===== config.mk =====
export PLATFORM = sky130hd
export DESIGN_NAME = victim_cache
export DESIGN_NICKNAME = d
export VERILOG_FILES = /design/src/logic/cache_pkg.sv /design/src/logic/victim_cache.sv
export SDC_FILE = /design/constraint.sdc
export NUM_CORES = 1
export LEC_CHECK = 0
export ABC_AREA = 1
export ABC_CLOCK_PERIOD_IN_PS = 11800
export BUFFER_PORTS_ARGS = -buffer_cell sky130_fd_sc_hd__buf_2
export CAP_MARGIN = 15
export CORE_MARGIN = 1
export CORE_UTILIZATION = 55
export CTS_CLUSTER_DIAMETER = 100
export DETAILED_ROUTE_END_ITERATION = 6
export GPL_TIMING_DRIVEN = 0
export PLACE_DENSITY_LB_ADDON = 0.2
export SYNTH_ARGS = -nofsm -noshare
export SYNTH_HDL_FRONTEND = slang
export SYNTH_SLANG_ARGS = --single-unit

===== constraint.sdc =====
create_clock -name clk_i -period 11.8 [get_ports clk_i]
set_input_delay 2.36 -clock clk_i [delete_from_list [all_inputs] [get_ports clk_i]]
set_output_delay 2.36 -clock clk_i [all_outputs]
set_load 0.01 [all_outputs]

===== src/logic/cache_pkg.sv =====
package cache_pkg;

    // byte address and data word
    localparam int ADDR_W = 32;
    localparam int WORD_W = 32;

    // line geometry
    localparam int LINE_WORDS = 4;
    localparam int OFFSET_W   = 4;
    localparam int LINE_W     = LINE_WORDS * WORD_W;

    // read moves a whole line
    // write moves one word
    typedef enum logic {
        MEM_READ  = 1'b0,
        MEM_WRITE = 1'b1
    } mem_op_e;

endpackage


===== src/logic/victim_cache.sv =====
module victim_cache
    import cache_pkg::*;
#(
    parameter int VC_ENTRIES = 4
) (
    input  logic              clk_i,
    input  logic              rst_ni,
    input  logic              lookup_valid_i,
    input  logic [ADDR_W-1:0] lookup_addr_i,
    input  logic              evict_valid_i,
    input  logic [ADDR_W-1:0] evict_tag_addr_i,
    input  logic [LINE_W-1:0] evict_line_i,
    input  logic              commit_i,
    output logic              hit_o,
    output logic [LINE_W-1:0] line_o
);

    localparam int LADDR_W = ADDR_W - OFFSET_W;
    localparam int PTR_W   = (VC_ENTRIES > 1) ? $clog2(VC_ENTRIES) : 1;

    // entries hold full line addresses
    logic [LADDR_W-1:0]    tag_q  [VC_ENTRIES];
    logic [LINE_W-1:0]     line_q [VC_ENTRIES];
    logic [VC_ENTRIES-1:0] valid_q;
    logic [PTR_W-1:0]      rr_q;

    logic [VC_ENTRIES-1:0] hit_vec;
    logic [VC_ENTRIES-1:0] ev_vec;
    logic [PTR_W-1:0]      hit_idx;
    logic [PTR_W-1:0]      ev_idx;
    logic [PTR_W-1:0]      ins_idx;
    logic                  hit;

    // compare against every entry
    always_comb begin
        hit_vec = '0;
        ev_vec  = '0;
        hit_idx = '0;
        ev_idx  = '0;
        for (int e = 0; e < VC_ENTRIES; e++) begin
            hit_vec[e] = valid_q[e] && (tag_q[e] == lookup_addr_i[ADDR_W-1:OFFSET_W]);
            ev_vec[e]  = valid_q[e] && (tag_q[e] == evict_tag_addr_i[ADDR_W-1:OFFSET_W]);
            if (hit_vec[e]) begin
                hit_idx = PTR_W'(e);
            end
            if (ev_vec[e]) begin
                ev_idx = PTR_W'(e);
            end
        end
    end

    assign hit    = lookup_valid_i && (|hit_vec);
    assign hit_o  = hit;
    assign line_o = hit ? line_q[hit_idx] : '0;

    // other L1 may have parked the same line already
    // then its slot is reused, else the swapped slot, else round robin
    always_comb begin
        if (|ev_vec) begin
            ins_idx = ev_idx;
        end else if (hit) begin
            ins_idx = hit_idx;
        end else begin
            ins_idx = rr_q;
        end
    end

    always_ff @(posedge clk_i) begin
        if (commit_i && evict_valid_i) begin
            tag_q[ins_idx]  <= evict_tag_addr_i[ADDR_W-1:OFFSET_W];
            line_q[ins_idx] <= evict_line_i;
        end
    end

    always_ff @(posedge clk_i or negedge rst_ni) begin
        if (!rst_ni) begin
            valid_q <= '0;
            rr_q    <= '0;
        end else if (commit_i) begin
            // hit entry leaves, refilled below on a swap
            if (hit) begin
                valid_q[hit_idx] <= 1'b0;
            end
            if (evict_valid_i) begin
                valid_q[ins_idx] <= 1'b1;
                if (!(|ev_vec) && !hit) begin
                    rr_q <= (rr_q == PTR_W'(VC_ENTRIES - 1)) ? '0 : rr_q + 1'b1;
                end
            end
        end
    end

    // insert policy keeps each line address unique
    assert property (@(posedge clk_i) disable iff (!rst_ni) $onehot0(hit_vec));

endmodule


**After elaboration in Yosys (flattened, before gate mapping)**

Memories as Yosys holds them, arrays and structs flattened.
Index checks and enable logic that the tools add are counted.

- $lt $le $gt $ge: 4
- Reduce and logical (&&, ||, !) cells: 18
- Shifts and indexed selects: 0
- Equal/unequal tests: 9
- Div/mod/pow operators: 0
- $add $sub $neg: 1
- Multiplexer cells: 19
- Multipliers: 0
- Bitwise logic cells: 3

Operators by type and width:

| operator | number |
|---|---|
| $eq A28 B28 Y1 | 8 |
| $mux W128 | 1 |
| $mux W2 | 7 |
| $logic_and A1 B1 Y1 | 13 |
| $mux W4 | 3 |
| $reduce_or A4 Y1 | 2 |
| $lt A2 B3 Y1 const B | 2 |
| $mux W1 | 6 |
| $and A4 B4 Y4 | 1 |
| $demux W1 S2 | 2 |
| $ge A2 B1 Y1 const B | 2 |
| $not A4 Y4 | 1 |
| $or A4 B4 Y4 | 1 |
| $reduce_and A3 Y1 | 1 |
| $add A2 B1 Y2 const B | 1 |
| $eq A2 B2 Y1 const B | 1 |
| $logic_not A1 Y1 | 2 |

- Bits in read-only memories: 0
- Word-level logic and storage cells: 58
- Output and inout port bits: 129
- RAM bits: 624
- Memories kept: 2
- Input bits: 197
- Bits in latches: 0
- Register bits: 6

Memories:

| name | depth | bits a word | read ports | clocked after memory_dff | write ports | line | RTL |
|---|---|---|---|---|---|---|---|
| line_q | 4 | 128 | 1 | 0 | 1 | victim_cache.sv:23 | `logic [LINE_W-1:0] line_q [VC_ENTRIES];` |
| tag_q | 4 | 28 | 4 | 0 | 1 | victim_cache.sv:22 | `logic [LADDR_W-1:0] tag_q [VC_ENTRIES];` |

**Logic depth before layout (Yosys ltp)**

An unclocked memory read counts as a cell.

- Depth in word-level cells: 16
- Gate-level depth with buffers: 18
- Gate-level depth less buffers: 18

**Least setup slack after synthesis**

Ideal clock, no wire load.

- Path type: input port to flip-flop
- Start: input port lookup_addr_i[4]
- End: memory line_q[1][0] in the netlist's numbering, enable pin
- Arrival: 10.092 ns
- Stages: 14
- Path slack: 1.034 ns
- Data required time: 11.126 ns
- Buffers on the path: 1
- Setup time: 0.674 ns
- Path through: buf_2 xnor2_1 nand2_1 nor2_1 nand2_2 nor2_2 nand3_4 nand2_4 nand2_4 nand2_4 nand2_1 nand3_1 nand2_1 nor2_1

- Longest elaborated chain between the ends: 7
- Elaborated cells between the ends (all ways): 15
- Classes of those cells: eq/ne: 4; mux: 5; reduce/logical: 6

Ends and longest elaborated chain:

| item | line | RTL |
|---|---|---|
| start: declaration | victim_cache.sv:9 | `input logic [ADDR_W-1:0] lookup_addr_i,` |
| $eq A28 B28 Y1 | victim_cache.sv:41 | `hit_vec[e] = valid_q[e] && (tag_q[e] == lookup_addr_i[ADDR_W-1:OFFSET_W]);` |
| $logic_and A1 B1 Y1 | victim_cache.sv:41 |  |
| $mux W1 | victim_cache.sv:43 | `if (hit_vec[e]) begin` |
| $mux W2 (2 in a row) | victim_cache.sv:43 |  |
| $mux W2 (*) | victim_cache.sv:61 | `end else if (hit) begin` |
| $mux W2 (*) | victim_cache.sv:59 | `if (\|ev_vec) begin` |
| end: declaration | victim_cache.sv:23 |  |

Every way passes the cells marked *; elsewhere a longest branch is shown, timed or not.

**Worst setup path after layout**

- Start: input port lookup_addr_i[8]
- End: output port line_o[54]

- Longest elaborated chain between the ends: 7
- Elaborated cells between the ends (all ways): 15
- Classes of those cells: eq/ne: 4; mux: 4; reduce/logical: 6; memory: 1

Ends and longest elaborated chain:

| item | line | RTL |
|---|---|---|
| $eq A28 B28 Y1 | victim_cache.sv:41 |  |
| $logic_and A1 B1 Y1 | victim_cache.sv:41 |  |
| $mux W1 | victim_cache.sv:43 |  |
| $mux W2 (2 in a row) | victim_cache.sv:43 |  |
| $mem_v2 Z4 W128 | - |  |
| $mux W128 (*) | victim_cache.sv:54 | `assign line_o = hit ? line_q[hit_idx] : '0;` |
| end: declaration | victim_cache.sv:15 | `output logic [LINE_W-1:0] line_o` |

Marked as above.

==> flow_metrics.py <==
metrics = {
    "cts": {
        "clk_pin_slew_ns": 0.06,
        "cts_sinks": 630,
        "cts_resized": 0,
        "clk_path_buf_depth": 3,
        "cts-root-buf": "clkbuf_16",
        "worstSkewPairLatency_ns": 0.62,
        "htreeDepth": 3,
        "cts_buffers": 67,
        "postCtsSetupBuffers": 0,
        "ctsHoldBuffers": 0,
        "cts_tree": "yes",
    },
    "timing": {
        "worst_slack_ns": 4.34,
        "rsz0062_at_grt": "no",
        "hold_slack_ns": 0.518,
        "finalHoldViolations": 0,
        "fin_worst_skew_ns": 0.0298,
        "tightest_slew_ns": 0.964,
        "period_share": 0.632,
        "maxSlewHeadroom": 0.356,
        "fmax_mhz": 134,
        "setup_violations": 0,
        "min_period_ns": 7.46,
        "drv_slew": 0,
    },
    "placed_design": {
        "hpwl_um": 65600,
        "gp_congestion": 1.02,
        "preCtsSetupSlack_ns": 4.34,
        "port_buffers": 316,
        "dp_cells": 3806,
    },
    "cells_and_area": {
        "final_layout_size_suffix_gt1_frac": 0.160,
        "mostFrequentLayoutCells": "873 x nand2_1, 624 x edfxtp_1, 359 x buf_2",
        "seqCellArea_um2": 18900,
        "multi_input_area_um2": 7980,
        "final_util": 0.651,
        "fillers": 4095,
        "fin_nets": 3393,
        "final_common_cell": "nand2_1",
        "layout.cells.non_filler": 3937,
        "area_growth_pct": 16.7,
    },
    "worst_setup_path": {
        "required_ns": 9.44,
        "crit_family": "buffers and inverters",
        "start_kind": "input port",
        "arrival_ns": 5.10,
        "crit_slowest_cell": "a21oi_1",
        "crit_buf_inv": 6,
        "crit_type": "in -> out",
        "critPathMaxStageDelay_ns": 0.37,
        "worst_path_most_repeated_cell": "buf_2",
        "crit_chain": "buf_2 > a21oi_1 > nand3_1 > nor2_1 > nand2_1 > nor2_1 > nand2_1 > inv_2 > buf_2 > buf_2 > nand3_1 > nand4_1 > nand2_1 > inv_1 > buf_2",
        "path_max_fanout": 10,
        "end_kind": "primary output",
    },
    "die": {
        "io_pins": 326,
        "floorplan.initialDensity": 0.558,
        "num_rows": 83,
        "die_h_um": 231,
        "die_x_um": 231,
        "fp.dieArea_um2": 53200,
        "design.core.area_um2": 51500,
    },
    "synth": {
        "syn-cell-area_um2": 28700,
        "synth_seq_cells": 630,
        "ys_seq_area_frac": 0.657,
        "synth_top_family_by_area": "simple AND/OR/NAND/NOR gates",
        "synthXorXnorAreaFrac": 0.0192,
        "synth-simple-area-share": 0.250,
        "syn_avg_cell_area_um2": 10.3,
        "synth-compound-area-share": 0.00762,
        "syn_nets": 2994,
        "syn_inst": 2796,
        "synthMuxAreaShare": 0,
        "synthAdderAreaFrac": 0.000435,
        "synth_warnings": 0,
        "synthDistinctLibCells": 35,
    },
    "routing": {
        "vias": 22600,
        "viasPerCell": 5.74,
        "routedWlPerCell_um": 23.1,
        "dr.pass1.iters": 5,
        "initialDrtViolationCount": 2259,
        "drcViolationCount": 0,
        "antenna_left": 0,
        "routed_wl_um": 90900,
    },
    "global_routing": {
        "grt_pass1_wl_um": 133000,
        "grt_max_degree": 104,
        "grt_overflow_total": 0,
        "grt_usage": 0.341,
        "antenna_found_initial": 19,
        "grt_pass1_vias": 21800,
    },
    "power_and_ir_drop": {
        "leakagePower_nw": 14.2,
        "power_w": 0.00527,
        "power_density_nw_per_um2": 157,
        "ir_worst_vdd_uv": 125,
    },
    "run": {
        "cap_violations": 0,
    },
    "hold_path": {
        "hold_class": "reg -> reg",
    },
    "status": {
        "outcome": "finished clean",
    },
}
==> tightest hold or removal path, delay by kind of cell (launching register included) <==
kind,cells,cell delay (ns)
flip-flops,1,0.37
AND/OR/NAND/NOR,2,0.11
==> layout make-up <==
| type | count | share of cell area |
|---|---|---|
| Timing Repair Buffer | 330 | 0.0562 |
| Clock buffer | 83 | 0.0524 |
| Tap cell | 680 | 0.0254 |
| Antenna cell | 9 | 0.000672 |
| Buffer | 108 | 0.0201 |
| Inverter | 323 | 0.0366 |
| Clock inverter | 39 | 0.00717 |
| Multi-Input combinational cell | 1735 | 0.238 |
| Sequential cell | 630 | 0.563 |
==> registers in the layout, indices dropped and copies added (netlist names) <==
name	cells
tag_q	112
rr_q	2
valid_q	4
line_q	512
==> synthesized netlist by cell type <==
cell type / count / area (um^2)
or2_2: 4 / 25.0
nor3b_1: 2 / 15.0
a21oi_1: 5 / 25.0
nand3b_1: 4 / 30.0
xnor2_1: 54 / 473
nor2_1: 187 / 702
nand2_1: 873 / 3280
nor2b_1: 3 / 18.8
buf_6: 26 / 293
o22ai_1: 1 / 6.26
nand3_4: 1 / 17.5
edfxtp_1: 624 / 18700
nor3_1: 12 / 60.1
inv_2: 11 / 41.3
buf_1: 2 / 7.51
and3_1: 4 / 25.0
inv_1: 312 / 1170
clkbuf_1: 32 / 120
o211ai_1: 1 / 7.51
o21bai_1: 2 / 15.0
and2_1: 6 / 37.5
nor2_2: 3 / 18.8
nand2_2: 3 / 18.8
ha_1: 1 / 12.5
dfrtp_1: 6 / 150
nor4_4: 1 / 21.3
o21ai_1: 3 / 15.0
o21ai_0: 30 / 150
nand2_4: 3 / 33.8
nand3_1: 314 / 1570
xor2_1: 9 / 78.8
buf_2: 43 / 215
nor2_4: 1 / 11.3
buf_4: 5 / 37.5
nand4_1: 208 / 1300
==> layer usage <==
metal	track usage	routed length, um	vias to the layer above
met1	0.443	34900	10900
met3	0.0702	8550	193
met4	0.142	3630	18
li1	-	-	10300
met5	0	103	-
met2	0.558	43700	1172
==> power by group <==
group	switching [W]	internal (W)
combinational	0.000445	0.000153
sequential	0.0000585	0.00267
clock	0.000864	0.00109
==> final timing paths <==
path | startpoint | end | slack [ns] | depth (start not counted)
min in group asynchronous | rst_ni | valid_q[1] | 1.57 | 1
hold reg to reg | rr_q[1] | rr_q[1] | 0.52 | 2
setup / recovery | lookup_addr_i[8] | line_o[54] | 4.34 | 15
hold / removal | rr_q[1] | rr_q[1] | 0.52 | 2
max in group asynchronous | rst_ni | rr_q[0] | 10.07 | 1
setup reg to reg | tag_q[0][20] | line_q[3][95] | 7.27 | 13
==> cells by family after synthesis <==
kind of cell | after synthesis
buffers and inverters | 431
xor gates and xnor gates | 63
adders and majority gates | 1
DFF | 630
AOI/OAI and AO/OA | 42
and+or+nand+nor | 1629
==> metrics by stage <==
step / cell area [um^2] / TNS (ns)
2_1_floorplan: 28700 / 0
4_1_cts: 33500 / 0
5_1_grt: 33500 / 0
3_5_place_dp: 31500 / 0
6_report: 33500 / 0
3_3_place_gp: 31200 / -1539.85
No activity file was read; power rests on OpenSTA's default activity.
