`src/logic/cache_pkg.sv`:
```
package cache_pkg;

    // byte address and data word
    localparam int ADDR_W = 32;
    localparam int WORD_W = 32;

    // line geometry
    localparam int LINE_WORDS = 4;
    localparam int OFFSET_W   = 4;
    localparam int LINE_W     = LINE_WORDS * WORD_W;

    // read moves a whole line
    // write moves one word
    typedef enum logic {
        MEM_READ  = 1'b0,
        MEM_WRITE = 1'b1
    } mem_op_e;

endpackage

```
`src/logic/cache_arbiter.sv`:
```
module cache_arbiter
    import cache_pkg::*;
(
    input  logic              clk_i,
    input  logic              rst_ni,
    input  logic              i_mem_valid_i,
    input  mem_op_e           i_mem_op_i,
    input  logic [ADDR_W-1:0] i_mem_addr_i,
    input  logic [WORD_W-1:0] i_mem_wdata_i,
    input  logic              i_vc_lookup_valid_i,
    input  logic [ADDR_W-1:0] i_vc_lookup_addr_i,
    input  logic              i_vc_evict_valid_i,
    input  logic [ADDR_W-1:0] i_vc_evict_tag_addr_i,
    input  logic [LINE_W-1:0] i_vc_evict_line_i,
    input  logic              i_vc_commit_i,
    input  logic              d_mem_valid_i,
    input  mem_op_e           d_mem_op_i,
    input  logic [ADDR_W-1:0] d_mem_addr_i,
    input  logic [WORD_W-1:0] d_mem_wdata_i,
    input  logic              d_vc_lookup_valid_i,
    input  logic [ADDR_W-1:0] d_vc_lookup_addr_i,
    input  logic              d_vc_evict_valid_i,
    input  logic [ADDR_W-1:0] d_vc_evict_tag_addr_i,
    input  logic [LINE_W-1:0] d_vc_evict_line_i,
    input  logic              d_vc_commit_i,
    input  logic              mem_done_i,
    input  logic [LINE_W-1:0] mem_rline_i,
    input  logic              vc_hit_i,
    input  logic [LINE_W-1:0] vc_line_i,
    output logic              i_mem_done_o,
    output logic [LINE_W-1:0] i_mem_rline_o,
    output logic              i_vc_hit_o,
    output logic [LINE_W-1:0] i_vc_line_o,
    output logic              d_mem_done_o,
    output logic [LINE_W-1:0] d_mem_rline_o,
    output logic              d_vc_hit_o,
    output logic [LINE_W-1:0] d_vc_line_o,
    output logic              mem_valid_o,
    output mem_op_e           mem_op_o,
    output logic [ADDR_W-1:0] mem_addr_o,
    output logic [WORD_W-1:0] mem_wdata_o,
    output logic              vc_lookup_valid_o,
    output logic [ADDR_W-1:0] vc_lookup_addr_o,
    output logic              vc_evict_valid_o,
    output logic [ADDR_W-1:0] vc_evict_tag_addr_o,
    output logic [LINE_W-1:0] vc_evict_line_o,
    output logic              vc_commit_o
);

    typedef enum logic [1:0] {
        IDLE,
        I_CACHE,
        D_CACHE
    } owner_e;

    owner_e            state_q, state_d;
    mem_op_e           owner_op;
    logic [ADDR_W-1:0] owner_addr;
    logic              vc_sel_icache;

    // owner holds until its valid drops, icache wins from idle
    always_comb begin
        state_d = state_q;
        case (state_q)
            IDLE: begin
                if (i_mem_valid_i) begin
                    state_d = I_CACHE;
                end else if (d_mem_valid_i) begin
                    state_d = D_CACHE;
                end
            end
            I_CACHE: begin
                if (!i_mem_valid_i) begin
                    state_d = d_mem_valid_i ? D_CACHE : IDLE;
                end
            end
            D_CACHE: begin
                if (!d_mem_valid_i) begin
                    state_d = i_mem_valid_i ? I_CACHE : IDLE;
                end
            end
            default: state_d = IDLE;
        endcase
    end

    always_ff @(posedge clk_i or negedge rst_ni) begin
        if (!rst_ni) begin
            state_q <= IDLE;
        end else begin
            state_q <= state_d;
        end
    end

    // pass owner request through, results to owner only
    always_comb begin
        mem_valid_o   = 1'b0;
        owner_op      = MEM_READ;
        owner_addr    = '0;
        mem_wdata_o   = '0;
        i_mem_done_o  = 1'b0;
        i_mem_rline_o = '0;
        d_mem_done_o  = 1'b0;
        d_mem_rline_o = '0;
        case (state_q)
            I_CACHE: begin
                mem_valid_o   = i_mem_valid_i;
                owner_op      = i_mem_op_i;
                owner_addr    = i_mem_addr_i;
                mem_wdata_o   = i_mem_wdata_i;
                i_mem_done_o  = mem_done_i;
                i_mem_rline_o = mem_rline_i;
            end
            D_CACHE: begin
                mem_valid_o   = d_mem_valid_i;
                owner_op      = d_mem_op_i;
                owner_addr    = d_mem_addr_i;
                mem_wdata_o   = d_mem_wdata_i;
                d_mem_done_o  = mem_done_i;
                d_mem_rline_o = mem_rline_i;
            end
            default: begin
            end
        endcase
    end

    // line reads start at word 0
    assign mem_op_o   = owner_op;
    assign mem_addr_o = (owner_op == MEM_READ) ?
                        {owner_addr[ADDR_W-1:OFFSET_W], {OFFSET_W{1'b0}}} : owner_addr;

    // victim path, icache first
    assign vc_sel_icache       = i_vc_lookup_valid_i;
    assign vc_lookup_valid_o   = i_vc_lookup_valid_i || d_vc_lookup_valid_i;
    assign vc_lookup_addr_o    = vc_sel_icache ? i_vc_lookup_addr_i : d_vc_lookup_addr_i;
    assign vc_evict_valid_o    = vc_sel_icache ? i_vc_evict_valid_i : d_vc_evict_valid_i;
    assign vc_evict_tag_addr_o = vc_sel_icache ? i_vc_evict_tag_addr_i : d_vc_evict_tag_addr_i;
    assign vc_evict_line_o     = vc_sel_icache ? i_vc_evict_line_i : d_vc_evict_line_i;
    assign vc_commit_o         = vc_sel_icache ? i_vc_commit_i : d_vc_commit_i;
    assign i_vc_hit_o          = vc_sel_icache && vc_hit_i;
    assign i_vc_line_o         = vc_sel_icache ? vc_line_i : '0;
    assign d_vc_hit_o          = !vc_sel_icache && vc_hit_i;
    assign d_vc_line_o         = vc_sel_icache ? '0 : vc_line_i;

    // no handover under a live request
    // memory keeps seeing the same request until its done
    assert property (@(posedge clk_i) disable iff (!rst_ni)
        (mem_valid_o && !mem_done_i) |=>
        (mem_valid_o && $stable(mem_op_o) && $stable(mem_addr_o) && $stable(mem_wdata_o)));

endmodule

```
`config.mk`:
```
export PLATFORM = sky130hd
export DESIGN_NAME = cache_arbiter
export DESIGN_NICKNAME = d
export VERILOG_FILES = /design/src/logic/cache_pkg.sv /design/src/logic/cache_arbiter.sv
export SDC_FILE = /design/constraint.sdc
export NUM_CORES = 1
export LEC_CHECK = 0
export BUFFER_PORTS_ARGS = -buffer_cell sky130_fd_sc_hd__buf_2
export CORE_AREA = 2 2 606 608
export DETAILED_ROUTE_END_ITERATION = 12
export DIE_AREA = 0 0 608 610
export SLEW_MARGIN = 10
export SYNTH_ARGS = -nofsm -noshare
export SYNTH_HDL_FRONTEND = slang
export SYNTH_SLANG_ARGS = --single-unit
```
`constraint.sdc`:
```
create_clock -name clk_i -period 2.8 [get_ports clk_i]
set_input_delay 0.42 -clock clk_i [delete_from_list [all_inputs] [get_ports clk_i]]
set_output_delay 0.42 -clock clk_i [all_outputs]
set_load 0.01 [all_outputs]
```
==> After elaboration in Yosys (flattened, before gate mapping) <==
Index checks and enable logic that the tools add are counted.
{ "word_totals": {"out_inout_bits": 777, "input_bits": 782, "wordCells": 35, "regBits": 2} }
{ "op_classes": {"n_reduce_logical": 6, "n_eq_ne": 5, "n_mux": 23} }
{ "op_table": {"columns": ["operator", "count"], "rows": [
  ["128-bit 2-to-1 mux", 5],
  ["32-bit case mux with 2 select lines", 2],
  ["32-bit 2-to-1 mux", 2],
  ["2-bit 2-to-1 mux", 5],
  ["2-bit case mux with 3 select lines", 1],
  ["1-bit 2-to-1 mux", 5],
  ["4-bit 2-to-1 mux", 1],
  ["2-bit != test, second input constant", 2],
  ["1-bit case mux with 2 select lines", 2],
  ["3-bit != test, second input constant", 1],
  ["3-bit AND reduction", 1],
  ["2-bit by 1-bit equality test with 1-bit output, second input constant", 1],
  ["2-bit equality test, second input constant", 1],
  ["1-bit logical AND", 2],
  ["2-bit logical NOT", 1],
  ["1-bit logical NOT", 1],
  ["1-bit logical OR", 1]
]} }

==> Longest topological paths before layout <==
Gate-level depths: netlist of the first run.
{ "depth": {"word_depth": 3, "ltp_mapped": 7, "depth_no_buf": 5} }

==> Worst setup path after synthesis of the first run <==
No wires, ideal clock.
{ "synth_path": {"kind": "reg2out", "start": "register state_q[1]", "end": "output mem_wdata_o[14]", "stages_incl_launch_ff": 8, "arrival_time_ns": 1.371, "slack_ns": 1.009, "n_path_buf": 3, "required_ns": 2.380, "path_cell_list": "dfrtp_1 -> inv_1 -> ha_1 -> buf_2 -> buf_2 -> buf_2 -> a22oi_1 -> nor2b_1"} }
{ "synth_between": {"elab_chain_len": 2, "word_cells_on_any_way": 3, "classes_between": "eq/ne: 2; mux: 1"} }
{ "synth_lines": {"columns": ["element", "line", "text"], "rows": [
  ["start, declared", "cache_arbiter.sv:56", "owner_e state_q, state_d;"],
  ["start signal, assigned", "cache_arbiter.sv:90", "state_q <= state_d;"],
  ["2-bit equality test or 2-bit by 1-bit equality test with 1-bit output (tied branches)", "cache_arbiter.sv:104", "case (state_q)"],
  ["32-bit case mux with 2 select lines *", "cache_arbiter.sv:104", null],
  ["end, declared", "cache_arbiter.sv:41", "output logic [WORD_W-1:0] mem_wdata_o,"]
]} }
Every way passes the cells marked *; elsewhere a longest branch is shown, timed or not.

==> Worst setup path after layout of the first run <==
{ "layout_path": {"start": "register state_q[0]", "end": "output mem_wdata_o[29]"} }
Same word-level chain as after synthesis.

==> metrics.txt, run 1 <==
Hold Vio Cnt, Final=0; Sw Pwr=0.00669 W; crit share post-route=0.915; core area=364000 sq um; multi-input combinational cell area=6480 sq um; routed vias/inst=2.31; worst setup margin=239 ps; Total Nets Final=3228; Top Layer Used=met5; vias in the first global route=14200; Async S/R FF share, synth=1.00; CP startpoint kind=flop; routability cong.=1.50; CP max FO=73; Setup CP Type=reg -> out; met2 wire length=170 mm; Die Span X=608 um; RSZ-0062 raised after global routing=false; DP HPWL=345 mm; maximum buffer depth of the clock tree=2; most area-consuming cells after synthesis=and2_1 (35%), mux2_2 (30%), nor2b_1 (17%); max reg flops=2; Tmin final=2560 ps; post-route ant nets=0; Port Buf Inserts=1558; Critical Path RT=2380 ps; final setup skew=1.62 ps; Final Max Tran Viols=0; post-synthesis cell count=960; Residual DRC=0; Worst-path clk slew=30 ps; Switching Fraction=0.660; Setup-failing EPs final=0; row count=222; Cell variety after synth=21; DRT Wirelength=357 mm; relative slew slack=0.539; count of clock tree sinks=2; Yosys Warn Count=0; Initial Util=0.0192; CTS tree=built; CP startpoint=state_q[0]; M1 wire length=111 mm; clk_lat worst skew=220 ps; Mapped Avg Cell Area=7.31 sq um; share of cells above drive strength 1=0.729; Static Leak=9.59 nW; area leader, netlist=and2_1; CTS root buf=clkbuf_16; predominant post-synthesis flop cell=dfrtp_1; top flop regs=state_q: 2 flops; routed via count=17200; H-tree depth=1; number of synthesized flops with an enable pin=0; Post-CTS Setup Repair Bufs=0; Largest Register=state_q; VDD IR max=0.000303 V; Yosys top cell area share=0.345; cts repair resizes=0; WHS=14.7 ps; Worst setup EP type=primary output; Die H=610 um; status=complete, no violations; first-pass GRT wire length=387 mm; gr usage total=0.185; antenna violations before repair=482; Layout area overhead=213%; Initial DRC Count=1397; proportion of power drawn by combinational gates=0.973; TritonCTS Buffers=3; Fillers=43400; Post-synth top cells=and2_1 (387), nor2b_1 (190), mux2_2 (184); sequential power share=0.006; largest net degree at the start of global routing=99; Net Count, Synth=1746; worst reg2reg path startpoint=state_q[0]; setup TNS=0 ps; sequential-to-total area share from yosys stat=0.00714; global route total overflow=0; fmax=0.390 GHz; drt wl/cell=48.1 um; hold buffers post-CTS=0; clock power share=0.021; Slew @ Worst Pin=692 ps; Max-Cap Viols=0; pwr dens=461 nW/um^2; drt pass-1 iters=8; top-count cell post-synth=and2_1; #FFs+latches synth=2; Power Internal=0.00344 W; Worst Hold Class=in -> async; Die ar.=371000 sq um; metal3 WL=64.6 mm; boundary pin count=1559; WP data arrival=2140 ps; Reg area=50.0 sq um; pre-CTS setup slack=531 ps; Mapped Area=7010 sq um
stage by stage:
| step | total power (W) | std cells | utilization | instance area [sq um] |
|---|---|---|---|---|
| final | 0.0101 | 7428 | 0.0602 | 22000 |
| after global routing | 0.0106 | 7339 | 0.0596 | 21700 |
| after detailed placement | 0.0102 | 7253 | 0.0589 | 21400 |
| after floorplan | 0.00333 | 960 | - | 7010 |
| after global placement | 0.0101 | 7253 | 0.0589 | 21400 |
| after CTS | 0.0104 | 7256 | 0.0591 | 21500 |
power groups by stage:
stage,logic [W],clock network [W],registers [W]
after floorplan,0.00328,0,0.0000509
after global placement,0.0100,0,0.0000578
after detailed placement,0.0101,0,0.0000600
after CTS,0.0101,0.000217,0.0000597
after global routing,0.0104,0.000223,0.0000623
final,0.00985,0.000215,0.0000612
worst paths after layout:
check                                  end  slack (ps)  cells past startpoint
setup / recovery           mem_wdata_o[29]         240                      6
max in group asynchronous       state_q[1]        2690                      1
hold / removal                  state_q[0]          10                      1
hold reg to reg                 state_q[1]         740                      2
min in group clk_i              state_q[0]         580                      3
setup reg to reg                state_q[1]        1170                      6
cells by family after synthesis:
group / Yosys count / share of synthesized area
DFF: 2 / 0.00714
buffers and inverters: 104 / 0.0728
adders and majority gates: 4 / 0.00714
muxes: 194 / 0.317
AOI/OAI and AO/OA: 71 / 0.0760
and+or+nand+nor: 585 / 0.520
cell usage in the layout (no fill, tap or decap), drive strengths merged:
master and count:
mux2 194, nor4b 1, or2 1, nand2 1, ha 4, nor2b 190, a22oi 65, diode 172
nor2 5, clkbuf 3, o21ai 3, o2111ai 1, a22o 1, a21boi 1, buf 1577, inv 4
dfrtp 2, and2 387
metal layers:
layer  up-vias  global-route usage
li1       6324                   -
met1      7445               0.166
met2      2063               0.317
met3      1021               0.156
met4       298              0.0297
met5         -              0.0125
worst max-delay path, stage by stage, from the launching register on:
cell     delay, ps
dfrtp_1        420
inv_1          160
ha_4           200
buf_4          550
a22oi_1        240
nor2b_1        160
buf_2          140
final cells by class:
cell class                      instances  area share
Tap cell                             4816       0.274
Inverter                                4    0.000684
Clock buffer                            3     0.00342
Antenna cell                          172      0.0196
Multi-Input combinational cell        854       0.295
Timing Repair Buffer                 1577       0.404
Sequential cell                         2     0.00228
Note: power is estimated with default switching activity, not from simulation.
==> run 2, diff against run 1 <==
==> constraint.sdc (replaced) <==
create_clock -name clk_i -period 3.25 [get_ports clk_i]
set_input_delay 0.4875 -clock clk_i [delete_from_list [all_inputs] [get_ports clk_i]]
set_output_delay 0.4875 -clock clk_i [all_outputs]
set_load 0.005 [all_outputs]
==> run 2 against run 1 <==
Compared with the run above:
- flip-flop and latch count unchanged
- non-clock buffer count increased by 1
- via count decreased by 0.59%
- core utilization decreased by 0.19 points
- cell count about the same
- critical endpoint is now mem_wdata_o[23]
- sequential share of layout area about the same
- wire length decreased by 1.1%
- highest routed layer unchanged
- clock-buffer cell count unchanged
==> metrics.txt, run 2 (same netlist as run 1, synthesis figures left out) <==
antenna violations before repair=493 (+2.3%); Die H=610 um (unchanged); clk_lat worst skew=220 ps (about the same); status=complete, no violations; Largest Register=state_q; Switching Fraction=0.652 (-0.00814); worst reg2reg path endpoint=state_q[0]; worst r2r path cells=6 (unchanged); sequential power share=0.007 (about the same); gr usage total=0.183 (-0.00191); Total Nets Final=3229 (+0.031%); Setup CP Type=reg -> out; VDD IR max=0.000410 V (+35%); boundary pin count=1559 (unchanged); Post-CTS Setup Repair Bufs=0 (unchanged); cts repair resizes=0 (unchanged); Initial DRC Count=1346 (-3.7%); Setup-failing EPs final=0 (unchanged); clock power share=0.025 (+0.004); hold buffers post-CTS=0 (unchanged); H-tree depth=1 (unchanged); largest net degree at the start of global routing=100 (+1.0%); Layout area overhead=203%; Worst setup EP type=primary output; relative slew slack=0.587 (+0.0485); Worst Hold Class=in -> async; post-route ant nets=0 (unchanged); routed via count=17100 (-0.59%); CP startpoint kind=flop; RSZ-0062 raised after global routing=false; Max-Cap Viols=0 (unchanged); setup TNS=0 ps (unchanged); fmax=0.362 GHz; routability cong.=1.47 (-1.7%); pwr dens=356 nW/um^2 (-23%); CTS tree=built; first-pass GRT wire length=384 mm (-0.90%); WP data arrival=2270 ps (+130 ps); Final Max Tran Viols=0 (unchanged); Die Span X=608 um (unchanged); leading cell types in the layout, fill and taps excluded=buf_2 (1550), and2_1 (387), nor2b_1 (190); DRT Wirelength=353 mm (-1.1%); Sw Pwr=0.00493 W (-26%); maximum buffer depth of the clock tree=2 (unchanged); drt wl/cell=47.6 um (-1.1%); worst reg2reg path startpoint=state_q[0]; Static Leak=9.46 nW (-1.4%); routed vias/inst=2.30 (-0.56%); DP HPWL=342 mm (-0.84%); crit share post-route=0.849; TritonCTS Buffers=3 (unchanged); WHS=84.3 ps (+69.6 ps); core area=364000 sq um (unchanged); Residual DRC=0 (unchanged); CP startpoint=state_q[0]; top flop regs=state_q: 2 flops; Hold Vio Cnt, Final=0 (unchanged); Initial Util=0.0192 (unchanged); CP max FO=40 (-45%); global route total overflow=0 (unchanged); final setup skew=0.886 ps (-0.736 ps); Power Internal=0.00263 W (-23%); CTS root buf=clkbuf_16; Tmin final=2760 ps; proportion of power drawn by combinational gates=0.968 (-0.005); Fillers=43400 (+0.16%); Critical Path RT=2760 ps (+380 ps); commonest non-fill, non-tap cell in the layout=buf_2; count of clock tree sinks=2 (unchanged); Die ar.=371000 sq um (unchanged); share of cells above drive strength 1=0.729 (about the same); row count=222 (unchanged); Worst-path clk slew=30 ps (about the same); vias in the first global route=14200 (-0.36%); drt pass-1 iters=9 (+1); Worst R2R Setup Slack=1270 ps (+100 ps); max reg flops=2 (unchanged); Slew @ Worst Pin=624 ps (-68.4 ps); Port Buf Inserts=1558 (unchanged)
## run 2: cell types whose count changed in the layout (fill, tap and decap cells not counted), sizes merged
cell,delta
buf,+1
diode,-3
## run 2: through the flow
stage          cell area [sq um]  setup slack, ps  utilization  cells  power, W
6_report                   21300              490       0.0584   7426   0.00757
5_1_grt                    21000              411       0.0577   7331   0.00797
4_1_cts                    20800              546       0.0572   7257   0.00770
3_5_place_dp               20800              795       0.0570   7254   0.00749
3_3_place_gp               20800              853       0.0570   7254   0.00742
2_1_floorplan               7010             1460            -    960   0.00234
## run 2: cell type report
class | count | area (sq um) | area share
timing repair buffer | 1578 | 8200 | 0.386
multi-input combinational | 854 | 6480 | 0.305
tap | 4816 | 6030 | 0.283
antenna | 169 | 423 | 0.0199
clock buffer | 3 | 75.1 | 0.00353
sequential | 2 | 50.0 | 0.00235
inverter | 4 | 15.0 | 0.000706
## run 2: how the worst max path moves through the flow
stage	slack, ps	depth (start not counted)	endpoint
floorplan	1460	7	mem_wdata_o[14]
global placement	850	6	mem_wdata_o[7]
detailed placement	800	6	mem_wdata_o[23]
CTS	550	6	mem_wdata_o[23]
global route	410	6	mem_wdata_o[27]
finish	490	6	mem_wdata_o[23]
## run 2: worst max-delay path: stages (launching register included)
cell and delay [ps]:
dfrtp_1 420, inv_1 170, ha_4 490, buf_4 440, a22oi_1 170, nor2b_1 160
buf_2 170
## run 2: metal layers
| layer | up-vias | track usage | routed length, um |
|---|---|---|---|
| li1 | 6318 | - | - |
| met1 | 7476 | 0.172 | 114000 |
| met2 | 2011 | 0.320 | 170000 |
| met3 | 957 | 0.138 | 57800 |
| met4 | 288 | 0.0234 | 8610 |
| met5 | - | 0.00646 | 2320 |
## run 2: power by group through the flow
stage	clock network [W]	logic (W)	registers, W
5_1_grt	0.000190	0.00773	0.0000540
4_1_cts	0.000187	0.00746	0.0000526
3_5_place_dp	0	0.00744	0.0000518
3_3_place_gp	0	0.00737	0.0000500
2_1_floorplan	0	0.00229	0.0000439
6_report	0.000189	0.00733	0.0000532
